`src/include/ooo_settings.svh`:
```
`ifndef OOO_SETTINGS_SVH
`define OOO_SETTINGS_SVH

`define OOO_XLEN      32  // data width
`define OOO_NUM_REGS  8   // architectural registers

// power of two, tags wrap naturally
`define OOO_ROB_DEPTH 8
`define OOO_RS_DEPTH  4

`endif
```
`src/source/ooo_pkg.sv`:
```
`include "ooo_settings.svh"

package ooo_pkg;

    localparam int tag_bits = $clog2(`OOO_ROB_DEPTH);
    localparam int reg_bits = $clog2(`OOO_NUM_REGS);

    typedef logic [`OOO_XLEN-1:0] word_t;
    typedef logic [tag_bits-1:0]  tag_t;   // rob entry index
    typedef logic [reg_bits-1:0]  reg_idx_t;

    typedef enum logic [2:0] {
        op_add,
        op_sub,
        op_xor,
        op_li,   // rd = imm
        op_beq   // predicted not taken
    } opcode_e;

    typedef struct packed {
        logic        valid;
        opcode_e     opcode;
        reg_idx_t    rd;
        reg_idx_t    rs1;
        reg_idx_t    rs2;
        logic [15:0] imm;
        logic [7:0]  pc;
    } if_id_packet;

    typedef struct packed {
        logic        valid;
        opcode_e     opcode;
        reg_idx_t    rd;
        reg_idx_t    rs1;
        reg_idx_t    rs2;
        logic [15:0] imm;
        logic [7:0]  pc;
        word_t       rs1_value;
        word_t       rs2_value;  // imm for li
    } id_packet;

    typedef struct packed {
        logic  valid;
        tag_t  tag;
        word_t value;
        logic  taken;  // branch outcome
    } cdb_packet;

    // tag only meaningful when renamed
    typedef struct packed {
        logic rs1_renamed;
        tag_t rs1_tag;
        logic rs2_renamed;
        tag_t rs2_tag;
    } mt2rs_packet;

    typedef struct packed {
        tag_t  new_tag;
        logic  rs1_ready;
        word_t rs1_value;
        logic  rs2_ready;
        word_t rs2_value;
    } rob2rs_packet;

    typedef struct packed {
        tag_t rs1_tag;
        tag_t rs2_tag;
    } rs2rob_packet;

    typedef struct packed {
        logic     valid;
        reg_idx_t rd;
        tag_t     tag;
    } rs2mt_packet;

    typedef struct packed {
        logic     valid;
        reg_idx_t rd;
        tag_t     tag;
    } rob2mt_packet;

    typedef struct packed {
        logic        valid;
        opcode_e     opcode;
        tag_t        tag;
        word_t       rs1_value;
        word_t       rs2_value;
        logic [15:0] imm;
        logic [7:0]  pc;
    } is_packet;

    typedef struct packed {
        logic       valid;
        reg_idx_t   rd;
        word_t      value;
        logic       is_branch;
        logic       taken;
        logic [7:0] pc;
    } rob2reg_packet;

endpackage

```
`src/source/dispatch_issue.sv`:
```
`timescale 1ns/1ps

module dispatch_issue (
    input  logic                   clock,
    input  logic                   reset,
    input  logic                   stall,  // freezes dispatch only
    input  ooo_pkg::if_id_packet   if_id_packet_in,
    input  ooo_pkg::cdb_packet     cdb_packet_in,
    output ooo_pkg::rob2reg_packet rob_retire_packet,
    output ooo_pkg::is_packet      is_packet_out,
    output logic                   struc_hazard,
    output logic                   squash
);

    ooo_pkg::id_packet     decoded_packet;
    ooo_pkg::mt2rs_packet  mt2rs;
    ooo_pkg::rob2rs_packet rob2rs;
    ooo_pkg::rs2rob_packet rs2rob;
    ooo_pkg::rs2mt_packet  rs2mt;
    ooo_pkg::rob2mt_packet rob2mt;
    logic                  rob_full;
    logic                  rs_full;
    logic                  dispatch;

    assign struc_hazard = rob_full || rs_full;
    // one enable shared by map table, rob and rs
    assign dispatch = if_id_packet_in.valid && !stall && !struc_hazard && !squash;

    decode_unit decode_0 (
        .clock                (clock),
        .reset                (reset),
        .if_id_packet_in      (if_id_packet_in),
        .rob_retire_packet_in (rob_retire_packet),
        .id_packet_out        (decoded_packet)
    );

    map_table map_0 (
        .clock            (clock),
        .reset            (reset),
        .squash           (squash),
        .rs2mt_packet_in  (rs2mt),
        .cdb_packet_in    (cdb_packet_in),
        .rob2mt_packet_in (rob2mt),
        .id_packet_in     (decoded_packet),
        .mt2rs_packet_out (mt2rs)
    );

    reorder_buffer rob_0 (
        .clock              (clock),
        .reset              (reset),
        .dispatch           (dispatch),
        .id_packet_in       (decoded_packet),
        .rs2rob_packet_in   (rs2rob),
        .cdb_packet_in      (cdb_packet_in),
        .rob2rs_packet_out  (rob2rs),
        .rob2mt_packet_out  (rob2mt),
        .rob2reg_packet_out (rob_retire_packet),
        .full               (rob_full),
        .squash             (squash)
    );

    reservation_station rs_0 (
        .clock             (clock),
        .reset             (reset),
        .squash            (squash),
        .dispatch          (dispatch),
        .id_packet_in      (decoded_packet),
        .mt2rs_packet_in   (mt2rs),
        .rob2rs_packet_in  (rob2rs),
        .cdb_packet_in     (cdb_packet_in),
        .rs2rob_packet_out (rs2rob),
        .rs2mt_packet_out  (rs2mt),
        .is_packet_out     (is_packet_out),
        .full              (rs_full)
    );

endmodule

```
`src/source/reservation_station.sv`:
```
`timescale 1ns/1ps
`include "ooo_settings.svh"

module reservation_station (
    input  logic                  clock,
    input  logic                  reset,
    input  logic                  squash,
    input  logic                  dispatch,
    input  ooo_pkg::id_packet     id_packet_in,
    input  ooo_pkg::mt2rs_packet  mt2rs_packet_in,
    input  ooo_pkg::rob2rs_packet rob2rs_packet_in,
    input  ooo_pkg::cdb_packet    cdb_packet_in,
    output ooo_pkg::rs2rob_packet rs2rob_packet_out,
    output ooo_pkg::rs2mt_packet  rs2mt_packet_out,
    output ooo_pkg::is_packet     is_packet_out,
    output logic                  full
);

    localparam int slot_bits = $clog2(`OOO_RS_DEPTH);

    typedef struct packed {
        logic           ready;
        ooo_pkg::tag_t  tag;
        ooo_pkg::word_t value;
    } operand_t;

    typedef struct packed {
        ooo_pkg::opcode_e opcode;
        ooo_pkg::tag_t    tag;
        logic [15:0]      imm;
        logic [7:0]       pc;
        operand_t         src1;
        operand_t         src2;
    } rs_entry_t;

    rs_entry_t                entries [`OOO_RS_DEPTH];
    logic [`OOO_RS_DEPTH-1:0] busy;
    logic [slot_bits-1:0]     age [`OOO_RS_DEPTH];  // 0 is youngest
    logic [`OOO_RS_DEPTH-1:0] can_issue;
    logic                     issue;
    logic [slot_bits-1:0]     issue_slot;
    logic [slot_bits-1:0]     free_slot;
    logic                     uses_regs;
    operand_t                 new_src1;
    operand_t                 new_src2;

    // operand at dispatch: regfile, then completed rob entry, then cdb
    function automatic operand_t resolve(input logic used, input logic renamed,
                                         input ooo_pkg::tag_t tag,
                                         input ooo_pkg::word_t rf_value,
                                         input logic rob_ready,
                                         input ooo_pkg::word_t rob_value,
                                         input ooo_pkg::cdb_packet cdb);
        operand_t op;
        op.tag   = tag;
        op.ready = 1'b1;
        if (!used || !renamed) begin
            op.value = rf_value;
        end else if (rob_ready) begin
            op.value = rob_value;
        end else if (cdb.valid && cdb.tag == tag) begin
            op.value = cdb.value;
        end else begin
            op.ready = 1'b0;  // wait for the broadcast
            op.value = '0;
        end
        return op;
    endfunction

    function automatic operand_t capture(input operand_t op, input ooo_pkg::cdb_packet cdb);
        operand_t res;
        res = op;
        if (!op.ready && cdb.valid && cdb.tag == op.tag) begin
            res.ready = 1'b1;
            res.value = cdb.value;
        end
        return res;
    endfunction

    assign uses_regs = id_packet_in.opcode != ooo_pkg::op_li;
    assign new_src1  = resolve(uses_regs, mt2rs_packet_in.rs1_renamed, mt2rs_packet_in.rs1_tag,
                               id_packet_in.rs1_value, rob2rs_packet_in.rs1_ready,
                               rob2rs_packet_in.rs1_value, cdb_packet_in);
    assign new_src2  = resolve(uses_regs, mt2rs_packet_in.rs2_renamed, mt2rs_packet_in.rs2_tag,
                               id_packet_in.rs2_value, rob2rs_packet_in.rs2_ready,
                               rob2rs_packet_in.rs2_value, cdb_packet_in);
    assign full      = &busy;

    always_comb begin
        rs2rob_packet_out.rs1_tag = mt2rs_packet_in.rs1_tag;
        rs2rob_packet_out.rs2_tag = mt2rs_packet_in.rs2_tag;
        rs2mt_packet_out.valid    = dispatch && id_packet_in.opcode != ooo_pkg::op_beq;
        rs2mt_packet_out.rd       = id_packet_in.rd;
        rs2mt_packet_out.tag      = rob2rs_packet_in.new_tag;
    end

    // oldest ready entry, only stored ready bits count
    always_comb begin
        issue      = 1'b0;
        issue_slot = '0;
        free_slot  = '0;
        for (int i = 0; i < `OOO_RS_DEPTH; i++) begin
            can_issue[i] = busy[i] && entries[i].src1.ready && entries[i].src2.ready;
            if (can_issue[i] && (!issue || age[i] > age[issue_slot])) begin
                issue      = 1'b1;
                issue_slot = slot_bits'(i);
            end
        end
        for (int i = `OOO_RS_DEPTH - 1; i >= 0; i--) begin
            if (!busy[i]) begin
                free_slot = slot_bits'(i);  // lowest free slot
            end
        end
    end

    always_ff @(posedge clock) begin
        if (reset || squash) begin
            busy <= '0;
            for (int i = 0; i < `OOO_RS_DEPTH; i++) begin
                age[i] <= '0;
            end
        end else begin
            // ages stay unique and dense
            for (int i = 0; i < `OOO_RS_DEPTH; i++) begin
                age[i] <= age[i] + slot_bits'(dispatch)
                          - slot_bits'(issue && age[i] > age[issue_slot]);
            end
            if (issue) begin
                busy[issue_slot] <= 1'b0;
            end
            if (dispatch) begin
                busy[free_slot] <= 1'b1;
                age[free_slot]  <= '0;
            end
        end
    end

    always_ff @(posedge clock) begin
        for (int i = 0; i < `OOO_RS_DEPTH; i++) begin
            entries[i].src1 <= capture(entries[i].src1, cdb_packet_in);
            entries[i].src2 <= capture(entries[i].src2, cdb_packet_in);
        end
        if (dispatch) begin
            entries[free_slot] <= '{opcode: id_packet_in.opcode,
                                    tag:    rob2rs_packet_in.new_tag,
                                    imm:    id_packet_in.imm,
                                    pc:     id_packet_in.pc,
                                    src1:   new_src1,
                                    src2:   new_src2};
        end
    end

    always_ff @(posedge clock) begin
        if (reset || squash) begin
            is_packet_out <= '0;
        end else begin
            is_packet_out.valid     <= issue;
            is_packet_out.opcode    <= entries[issue_slot].opcode;
            is_packet_out.tag       <= entries[issue_slot].tag;
            is_packet_out.rs1_value <= entries[issue_slot].src1.value;
            is_packet_out.rs2_value <= entries[issue_slot].src2.value;
            is_packet_out.imm       <= entries[issue_slot].imm;
            is_packet_out.pc        <= entries[issue_slot].pc;
        end
    end

endmodule

```
`src/source/reorder_buffer.sv`:
```
`timescale 1ns/1ps
`include "ooo_settings.svh"

module reorder_buffer (
    input  logic                   clock,
    input  logic                   reset,
    input  logic                   dispatch,
    input  ooo_pkg::id_packet      id_packet_in,
    input  ooo_pkg::rs2rob_packet  rs2rob_packet_in,
    input  ooo_pkg::cdb_packet     cdb_packet_in,
    output ooo_pkg::rob2rs_packet  rob2rs_packet_out,
    output ooo_pkg::rob2mt_packet  rob2mt_packet_out,
    output ooo_pkg::rob2reg_packet rob2reg_packet_out,
    output logic                   full,
    output logic                   squash
);

    localparam int count_bits = $clog2(`OOO_ROB_DEPTH + 1);

    typedef struct packed {
        ooo_pkg::reg_idx_t rd;
        ooo_pkg::opcode_e  opcode;
        logic [7:0]        pc;
        ooo_pkg::word_t    value;
        logic              taken;
    } rob_entry_t;

    rob_entry_t                entries [`OOO_ROB_DEPTH];
    logic [`OOO_ROB_DEPTH-1:0] complete;
    ooo_pkg::tag_t             head;
    ooo_pkg::tag_t             tail;
    logic [count_bits-1:0]     count;

    logic                      head_cdb;  // head finishes on the cdb this cycle
    logic                      head_is_beq;
    logic                      retire;
    ooo_pkg::word_t            head_value;
    logic                      head_taken;

    assign head_cdb    = cdb_packet_in.valid && cdb_packet_in.tag == head;
    assign head_is_beq = entries[head].opcode == ooo_pkg::op_beq;
    assign retire      = !squash && count != '0 && (complete[head] || head_cdb);
    assign head_value  = head_cdb ? cdb_packet_in.value : entries[head].value;
    assign head_taken  = head_cdb ? cdb_packet_in.taken : entries[head].taken;
    assign full        = count == count_bits'(`OOO_ROB_DEPTH);

    always_comb begin
        rob2rs_packet_out.new_tag   = tail;
        rob2rs_packet_out.rs1_ready = complete[rs2rob_packet_in.rs1_tag];
        rob2rs_packet_out.rs1_value = entries[rs2rob_packet_in.rs1_tag].value;
        rob2rs_packet_out.rs2_ready = complete[rs2rob_packet_in.rs2_tag];
        rob2rs_packet_out.rs2_value = entries[rs2rob_packet_in.rs2_tag].value;

        // map entry freed in the same cycle the head leaves
        rob2mt_packet_out.valid = retire;
        rob2mt_packet_out.rd    = entries[head].rd;
        rob2mt_packet_out.tag   = head;
    end

    always_ff @(posedge clock) begin
        if (reset || squash) begin
            head     <= '0;
            tail     <= '0;
            count    <= '0;
            complete <= '0;
        end else begin
            if (dispatch) begin
                tail <= tail + 1'b1;
            end
            if (cdb_packet_in.valid) begin
                complete[cdb_packet_in.tag] <= 1'b1;
            end
            if (retire) begin
                complete[head] <= 1'b0;  // entry is free for reuse
                head           <= head + 1'b1;
            end
            count <= count + count_bits'(dispatch) - count_bits'(retire);
        end
    end

    always_ff @(posedge clock) begin
        if (dispatch) begin
            entries[tail].rd     <= id_packet_in.rd;
            entries[tail].opcode <= id_packet_in.opcode;
            entries[tail].pc     <= id_packet_in.pc;
        end
        if (cdb_packet_in.valid) begin
            entries[cdb_packet_in.tag].value <= cdb_packet_in.value;
            entries[cdb_packet_in.tag].taken <= cdb_packet_in.taken;
        end
    end

    always_ff @(posedge clock) begin
        if (reset) begin
            rob2reg_packet_out <= '0;
            squash             <= 1'b0;
        end else begin
            rob2reg_packet_out.valid     <= retire;
            rob2reg_packet_out.rd        <= entries[head].rd;
            rob2reg_packet_out.value     <= head_value;
            rob2reg_packet_out.is_branch <= head_is_beq;
            rob2reg_packet_out.taken     <= head_is_beq && head_taken;
            rob2reg_packet_out.pc        <= entries[head].pc;
            squash                       <= retire && head_is_beq && head_taken;  // mispredict
        end
    end

endmodule

```
`src/source/map_table.sv`:
```
`timescale 1ns/1ps
`include "ooo_settings.svh"

module map_table (
    input  logic                  clock,
    input  logic                  reset,
    input  logic                  squash,
    input  ooo_pkg::rs2mt_packet  rs2mt_packet_in,
    input  ooo_pkg::cdb_packet    cdb_packet_in,
    input  ooo_pkg::rob2mt_packet rob2mt_packet_in,
    input  ooo_pkg::id_packet     id_packet_in,
    output ooo_pkg::mt2rs_packet  mt2rs_packet_out
);

    ooo_pkg::tag_t            map_tag [`OOO_NUM_REGS];
    logic [`OOO_NUM_REGS-1:0] renamed;  // value lives in the rob
    logic [`OOO_NUM_REGS-1:0] ready;    // producer has broadcast
    logic [`OOO_NUM_REGS-1:0] cdb_hit;

    always_comb begin
        for (int i = 0; i < `OOO_NUM_REGS; i++) begin
            cdb_hit[i] = cdb_packet_in.valid && renamed[i] && map_tag[i] == cdb_packet_in.tag;
        end
        mt2rs_packet_out.rs1_renamed = renamed[id_packet_in.rs1];
        mt2rs_packet_out.rs1_tag     = map_tag[id_packet_in.rs1];
        mt2rs_packet_out.rs2_renamed = renamed[id_packet_in.rs2];
        mt2rs_packet_out.rs2_tag     = map_tag[id_packet_in.rs2];
    end

    always_ff @(posedge clock) begin
        if (reset || squash) begin
            renamed <= '0;
            ready   <= '0;
            for (int i = 0; i < `OOO_NUM_REGS; i++) begin
                map_tag[i] <= '0;
            end
        end else begin
            for (int i = 0; i < `OOO_NUM_REGS; i++) begin
                if (cdb_hit[i]) begin
                    ready[i] <= 1'b1;
                end
                // only a finished producer retires, and only if no younger writer took rd
                if (rob2mt_packet_in.valid && renamed[i] && (ready[i] || cdb_hit[i]) &&
                    rob2mt_packet_in.rd == ooo_pkg::reg_idx_t'(i) &&
                    map_tag[i] == rob2mt_packet_in.tag) begin
                    renamed[i] <= 1'b0;
                    ready[i]   <= 1'b0;
                end
            end
            if (rs2mt_packet_in.valid) begin  // new writer wins over retire
                renamed[rs2mt_packet_in.rd] <= 1'b1;
                ready[rs2mt_packet_in.rd]   <= 1'b0;
                map_tag[rs2mt_packet_in.rd] <= rs2mt_packet_in.tag;
            end
        end
    end

endmodule

```
`src/source/decode_unit.sv`:
```
`timescale 1ns/1ps
`include "ooo_settings.svh"

module decode_unit (
    input  logic                   clock,
    input  logic                   reset,
    input  ooo_pkg::if_id_packet   if_id_packet_in,
    input  ooo_pkg::rob2reg_packet rob_retire_packet_in,
    output ooo_pkg::id_packet      id_packet_out
);

    ooo_pkg::word_t regs [`OOO_NUM_REGS];  // architectural state
    logic           rf_write;

    // branches retire without a destination
    assign rf_write = rob_retire_packet_in.valid && !rob_retire_packet_in.is_branch;

    always_ff @(posedge clock) begin
        if (reset) begin
            for (int i = 0; i < `OOO_NUM_REGS; i++) begin
                regs[i] <= '0;
            end
        end else if (rf_write) begin
            regs[rob_retire_packet_in.rd] <= rob_retire_packet_in.value;
        end
    end

    function automatic ooo_pkg::word_t read_reg(input ooo_pkg::reg_idx_t idx);
        if (rf_write && rob_retire_packet_in.rd == idx) begin
            return rob_retire_packet_in.value;  // same-cycle retire bypass
        end
        return regs[idx];
    endfunction

    always_comb begin
        id_packet_out.valid     = if_id_packet_in.valid;
        id_packet_out.opcode    = if_id_packet_in.opcode;
        id_packet_out.rd        = if_id_packet_in.rd;
        id_packet_out.rs1       = if_id_packet_in.rs1;
        id_packet_out.rs2       = if_id_packet_in.rs2;
        id_packet_out.imm       = if_id_packet_in.imm;
        id_packet_out.pc        = if_id_packet_in.pc;
        id_packet_out.rs1_value = read_reg(if_id_packet_in.rs1);
        if (if_id_packet_in.opcode == ooo_pkg::op_li) begin
            id_packet_out.rs2_value = ooo_pkg::word_t'(if_id_packet_in.imm);  // zero extend
        end else begin
            id_packet_out.rs2_value = read_reg(if_id_packet_in.rs2);
        end
    end

endmodule

```
`config.mk`:
```
export PLATFORM = sky130hd
export DESIGN_NAME = dispatch_issue
export DESIGN_NICKNAME = d
export VERILOG_FILES = /design/src/source/ooo_pkg.sv /design/src/source/dispatch_issue.sv /design/src/source/reservation_station.sv /design/src/source/reorder_buffer.sv /design/src/source/map_table.sv /design/src/source/decode_unit.sv
export VERILOG_INCLUDE_DIRS = /design/src /design/src/include
export SDC_FILE = /design/constraint.sdc
export NUM_CORES = 2
export LEC_CHECK = 0
export BUFFER_PORTS_ARGS = -buffer_cell sky130_fd_sc_hd__buf_2
export CORE_MARGIN = 3
export CORE_UTILIZATION = 45
export CTS_BUF_LIST = sky130_fd_sc_hd__clkbuf_4 sky130_fd_sc_hd__clkbuf_8
export DETAILED_ROUTE_END_ITERATION = 6
export GPL_ROUTABILITY_DRIVEN = 0
export MAX_ROUTING_LAYER = met4
export PLACE_DENSITY = 0.58
export SETUP_SLACK_MARGIN = 0.5
export SYNTH_ARGS = -nofsm -noshare
export SYNTH_HDL_FRONTEND = slang
export SYNTH_SLANG_ARGS = --single-unit
```
`constraint.sdc`:
```
create_clock -name clock -period 7.45 [get_ports clock]
set_input_delay 1.49 -clock clock [delete_from_list [all_inputs] [get_ports clock]]
set_output_delay 1.49 -clock clock [all_outputs]
set_load 0.1 [all_outputs]
```
### After elaboration in Yosys (flattened, before gate mapping)

Memory sizes are Yosys's and may differ from the RTL's. A register that Yosys moved wholly into a read port is not among the register bits.
Cells that the tools add are included.

| cells by class | value |
|---|---|
| eq/ne operators | 41 |
| muxes and demuxes | 146 |
| shift-type cells | 0 |
| reduce and logical (&&, ||, !) cells | 138 |
| $lt $le $gt $ge | 21 |
| divide/modulo/power cells | 0 |
| multiply operators | 0 |
| bitwise logic cells | 13 |
| add/subtract/negate cells | 12 |

Operators with widths:

| cell | count |
|---|---|
| 32-bit 2-to-1 mux | 21 |
| 1-bit logical AND | 99 |
| 1-bit 2-to-1 mux | 92 |
| 3-bit equality test | 29 |
| 8-bit 2-to-1 mux | 5 |
| 32-bit OR reduction | 1 |
| 3-bit by 4-bit less-than comparator with 1-bit output, second input constant | 7 |
| 2-bit 2-to-1 mux | 10 |
| 1-bit zero test | 18 |
| 8-bit AND | 2 |
| 1-bit logical OR | 16 |
| 8-bit inverter | 2 |
| 8-bit OR | 2 |
| 1-bit binary-select mux with 3-bit select | 5 |
| 3-bit equality test, second input constant | 5 |
| 3-bit 2-to-1 mux | 5 |
| 2-bit > comparator | 7 |
| 4-bit 2-to-1 mux | 3 |
| 1-bit demux with 3-bit select | 3 |
| 3-bit by 2-bit equality test with 1-bit output, second input constant | 3 |
| 3-bit by 1-bit >= comparator with 1-bit output, second input constant | 3 |
| 2-bit by 1-bit adder with 2-bit output | 4 |
| 2-bit by 1-bit subtractor with 2-bit output | 4 |
| 3-bit by 1-bit adder with 3-bit output, second input constant | 2 |
| 17 further kinds | 23 |

| word-level totals | value |
|---|---|
| register bits after elaboration | 86 |
| memory bits (read-only) | 0 |
| memories | 5 |
| bits of input ports | 77 |
| bits in latches | 0 |
| memory bits (writable) | 1072 |
| output and inout port bits | 143 |

Memory list:

| name | words | bits a word | read ports | clocked after Yosys merged registers in | wr ports | RTL line | source |
|---|---|---|---|---|---|---|---|
| rs_0.entries | 4 | 102 | 5 | 1 | 5 | reservation_station.sv:36 | `` rs_entry_t entries [`OOO_RS_DEPTH]; `` |
| rob_0.entries | 8 | 47 | 3 | 1 | 2 | reorder_buffer.sv:28 | `` rob_entry_t entries [`OOO_ROB_DEPTH]; `` |
| decode_0.regs | 8 | 32 | 2 | 0 | 8 | decode_unit.sv:12 | `` ooo_pkg::word_t regs [`OOO_NUM_REGS]; `` |
| map_0.map_tag | 8 | 3 | 10 | 0 | 8 | map_table.sv:15 | `` ooo_pkg::tag_t map_tag [`OOO_NUM_REGS]; `` |
| rs_0.age | 4 | 2 | 7 | 0 | 5 | reservation_station.sv:38 | `` logic [slot_bits-1:0] age [`OOO_RS_DEPTH]; `` |

### Depth between registers and ports, before layout

An unclocked memory read counts as a cell.

| logic depth | value |
|---|---|
| word-level depth | 28 |
| mapped depth | 31 |
| depth with buffers taken out | 27 |

### By module

From an unflattened synthesis, not the netlist that was laid out.

| unflattened totals | value |
|---|---|
| cell total of the unflattened synthesis | 4114 |
| area total of the unflattened synthesis | 60211.5 um2 |

By module, submodules not included:

| module | cells each | seq. area each (um2) | instances | area an instance (um2) |
|---|---|---|---|---|
| reservation_station | 1795 | 14313.7 | 1 | 22151.2 |
| reorder_buffer | 1057 | 12652.1 | 1 | 20796.2 |
| decode_unit | 1015 | 7687.4 | 1 | 14453.9 |
| map_table | 245 | 1041.0 | 1 | 2786.4 |
| dispatch_issue | 2 | 0.0 | 1 | 23.8 |

### Least setup slack after synthesis

Ideal clock, no wire load.

| path | value |
|---|---|
| path kind | input port to flip-flop |
| from | input port cdb_packet_in[34] (netlist bit) |
| to | memory rs_0.entries[1][0] (netlist bit) (enable) |
| path buffers | 3 |
| stages on the path | 6 |
| path slack | 0.737 ns |
| arrival | 6.198 ns |
| data required time | 6.936 ns |
| cell sequence | clkbuf_1 clkbuf_1 clkbuf_1 xnor2_1 nand2_1 o41ai_1 |

RTL lines:

| item | RTL line | source |
|---|---|---|
| from (decl) | dispatch_issue.sv:8 | `input ooo_pkg::cdb_packet cdb_packet_in,` |
| to (decl) | reservation_station.sv:36 |  |

==> summary.md <==
| Metric | Value |
|---|---|
| Status | `complete, but fails checks` |
| Failing checks | `max-capacitance violations, max-slew violations` |
| Leakage | `0.0247 uW` |
| Layer with the highest usage | `met2` |
| Hold-fix buffers at CTS | `0` |
| Final worst-path cycle share | `85.0%` |
| Tightest Hold Check Type | `reg -> reg` |
| Ratio of cells with drive above 1 in the final layout | `23.4%` |
| GR Layer Usage met3 | `9.08%` |
| Grt met1 use | `39.0%` |
| DR iter-0 viols | `5287` |
| Syn-to-layout area delta | `11.3%` |
| Clock Tree Buf Depth | `3` |
| Clk sink count | `1255` |
| Most used DFF post-synth | `edfxtp_1` |
| Routed len/inst | `29.0 um` |
| Post-synthesis cell area | `0.0622 mm2` |
| Post-Layout Cell Count | `6815` |
| Register clock-pin slew on the reported worst setup and hold paths | `0.07 ns` |
| Cell variety after synth | `83` |
| Post-Syn Instances | `4728` |
| CTS buffer count | `207` |
| Top cell type's share of synthesized area | `51.0%` |
| First-pass GRT wire length | `286000 um` |
| Post-synth EDFFs | `1056` |
| Largest net degree at the start of global routing | `199` |
| FF-to-FF setup slack | `1.12 ns` |
| Largest area contributor in the netlist | `edfxtp_1` |
| Kind of critical path | `reg -> reg` |
| Clk pwr share | `35.9%` |
| Largest cells by area after synthesis | `edfxtp_1 51%, mux4_2 8.4%, dfxtp_1 6.4%` |
| Gate power share | `17.5%` |
| Die area | `0.143 mm2` |
| GRT met2 Usage | `40.3%` |
| Core ar. | `0.136 mm2` |
| Number of storage elements in the synthesis netlist | `1255` |
| Count of boundary I/O pins | `220` |
| # setup viols final | `0` |
| Die Ht | `378 um` |
| Max Fclk | `158 MHz` |
| Placed Area | `0.0649 mm2` |
| Post-Syn Nets | `4832` |
| Post-synthesis sequential area ratio | `57.4%` |
| Number of setup buffers added after CTS | `0` |
| Final worst slack | `1.12 ns` |
| Drc violations | `0` |
| Max Cap Viol | `1` |
| Hold Path Sink | `rs_0.is_packet_out[10]` |
| I/O Buffers | `219` |
| Post-layout util | `50.8%` |
| Worst-Skew Late Latency | `0.95 ns` |
| Remaining Overflow, GRT | `0` |
| Fin area | `0.0692 mm2` |
| Die W | `378 um` |
| TritonCTS clock tree | `done` |
| Cell row count | `135` |
| Syn avg cell area | `13.2 um2` |
| Nets | `4941` |
| Async set-reset flop share out of synthesis | `0%` |
| CTS Root Cell | `clkbuf_8` |
| Max_slew headroom | `-0.267%` |
| Max VDD drop | `0.000162 V` |
| Post-detail-place hpwl | `125000 um` |
| Initial antenna violation count | `17` |
| FILL cells | `11700` |
| Vias in the first global route | `40700` |
| Place WS | `1.13 ns` |
| Total track usage | `28.2%` |
| Total Wirelength | `198000 um` |
| Placed Instances | `6409` |
| NetSw | `5300 uW` |
| Crit end category | `flip-flop` |
| Worst EP arrival | `7.12 ns` |
| R2r worst-path depth | `27` |
| Max Fanout on Critical Path | `27` |
| Required time of the critical path | `8.24 ns` |
| Final Max Slew Viols | `1` |
| Initial Util | `45.6%` |
| Worst Hold Depth | `2` |
| Int Power | `12300 uW` |
| H-tree Lvls | `4` |
| PostCTS Resize Cnt | `0` |
| Sequential Power Share | `46.6%` |
| Vias | `42300` |
| Reg2reg start | `rs_0.age[0][1]` |
| Worst-margin pin slew | `1.49 ns` |
| Aggregate negative setup slack | `0 ns` |
| Pwr per Cell Area | `255 mW/mm2` |
| Number of synthesis warnings | `0` |
| Sw Ratio | `30.0%` |
| Launching element type of the critical path | `flip-flop` |
| Reg2Reg Capture Point | `rs_0.age[2][1]` |
| Drt first pass iters | `7` |
| Unrepaired setup endpoints after global routing | `no` |
| Antenna-violating nets left | `0` |
| Via density | `6.20` |
| Clk_skew | `0.0433 ns` |
| Post-layout minimum cycle time | `6.33 ns` |
| Final hold vios | `0` |
| Hold Crit Start | `rs_0.entries[3][82]` |
## final cells by class
type	instances	area [um2]	area share, %
Timing Repair Buffer	316	1860	2.69
Clock inverter	93	653	0.943
Antenna cell	14	35.0	0.0506
Sequential cell	1255	35700	51.6
Tap cell	1781	2230	3.22
Multi-Input combinational cell	2996	24800	35.9
Inverter	61	243	0.351
Clock buffer	299	3690	5.33
## per-stage QoR
stage	hold WS [ns]	power [uW]
CTS	0.473	17700
detailed placement	0.464	11400
global route	0.506	18300
finish	0.464	17600
floorplan	0.450	10500
global placement	0.457	11400
## worst max-delay path: stages (launching register included)
cell	delay, ns
dfxtp_1	0.32
inv_1	0.16
ha_1	0.27
nor2b_1	0.13
o21ai_0	0.33
a21o_4	0.42
a21boi_0	0.19
ha_1	0.31
nor2b_1	0.13
o21ai_0	0.26
a21o_4	0.35
o211ai_1	0.18
o21ai_0	0.15
ha_1	0.28
nor2b_1	0.13
o21ai_0	0.29
a21oi_4	0.12
mux2_2	0.34
ha_1	0.28
nor2_1	0.17
nor2_1	0.05
a2111oi_0	0.44
ha_1	0.30
inv_1	0.06
ha_1	0.14
xor2_1	0.20
xnor2_1	0.14
nor3_1	0.06
## power by group through the flow
stage | clock (uW) | combinational, uW | sequential, uW
6_report | 6330 | 3090 | 8220
5_1_grt | 6750 | 3270 | 8260
4_1_cts | 6440 | 3050 | 8220
3_5_place_dp | 0 | 3050 | 8370
3_3_place_gp | 0 | 3030 | 8360
2_1_floorplan | 0 | 1680 | 8780
## flip-flops by register name, summed over array words and instances, names as in the netlist, 4 cells and up, named ones only
| name | cells |
|---|---|
| rs_0.is_packet_out | 95 |
| rob_0.entries | 376 |
| rob_0.rob2reg_packet_out | 46 |
| rs_0.entries | 408 |
| rob_0.count | 4 |
| rs_0.age | 8 |
| map_0.renamed | 8 |
| map_0.map_tag | 24 |
| map_0.ready | 8 |
| decode_0.regs | 256 |
| rs_0.busy | 4 |
| rob_0.complete | 8 |
## cells in the final DEF (no fill, tap or decap), types with 159 or more instances in the layout
cell      instances
edfxtp_1       1056
nor2_1          432
mux2i_1         382
and2_1          313
nand2_1         304
mux4_2          233
clkbuf_8        231
buf_2           215
dfxtp_1         196
a21oi_1         159
## cell families after synthesis
family | after synthesis | share of synthesized area (%)
xor gates and xnor gates | 100 | 1.41
buffers and inverters | 477 | 3.15
muxes | 702 | 16.3
DFF | 1255 | 57.4
AOI/OAI and AO/OA | 850 | 11.1
and+or+nand+nor | 1315 | 10.1
adders and majority gates | 29 | 0.588
## Yosys cell counts, types with 17 or more instances
| library cell | n |
|---|---|
| edfxtp_1 | 1056 |
| xnor2_1 | 64 |
| nand3_1 | 64 |
| buf_1 | 46 |
| buf_2 | 70 |
| o221a_2 | 79 |
| o221ai_1 | 21 |
| nor2b_1 | 31 |
| o32ai_1 | 28 |
| nand2_1 | 306 |
| a32oi_1 | 61 |
| nand2b_1 | 33 |
| or2_2 | 21 |
| clkbuf_1 | 286 |
| o211ai_1 | 17 |
| a21oi_1 | 161 |
| inv_1 | 55 |
| a31oi_1 | 21 |
| a222oi_1 | 21 |
| a211oi_1 | 143 |
| mux4_2 | 233 |
| mux2_2 | 66 |
| o21ai_0 | 28 |
| xor2_1 | 36 |
| dfxtp_1 | 199 |
| mux2i_2 | 19 |
| mux2i_1 | 383 |
| o22ai_1 | 25 |
| ha_1 | 26 |
| and2_1 | 312 |
| a221o_1 | 130 |
| nor2_1 | 454 |
## worst max-delay path by stage
| stage | startpoint | end | slack, ns |
|---|---|---|---|
| final | rs_0.age[0][1] | rs_0.age[2][1] | 1.12 |
| after global routing | rs_0.age[0][1] | rs_0.age[0][1] | 0.66 |
| after CTS | rs_0.age[0][1] | rs_0.age[2][1] | 1.13 |
| after detailed placement | rs_0.age[0][1] | rs_0.age[2][1] | 1.13 |
| after global placement | rs_0.age[0][1] | rs_0.age[2][1] | 1.09 |
| after floorplan | cdb_packet_in[34] | rs_0.entries[1][0] | 0.74 |
## layer usage
layer / part of all wire (%) / routed length [um]
met5: 0 / 0
met4: 2.0 / 3860
met3: 12 / 23100
met2: 44 / 86000
met1: 43 / 84600
Note: power is estimated with default switching activity, not from simulation.
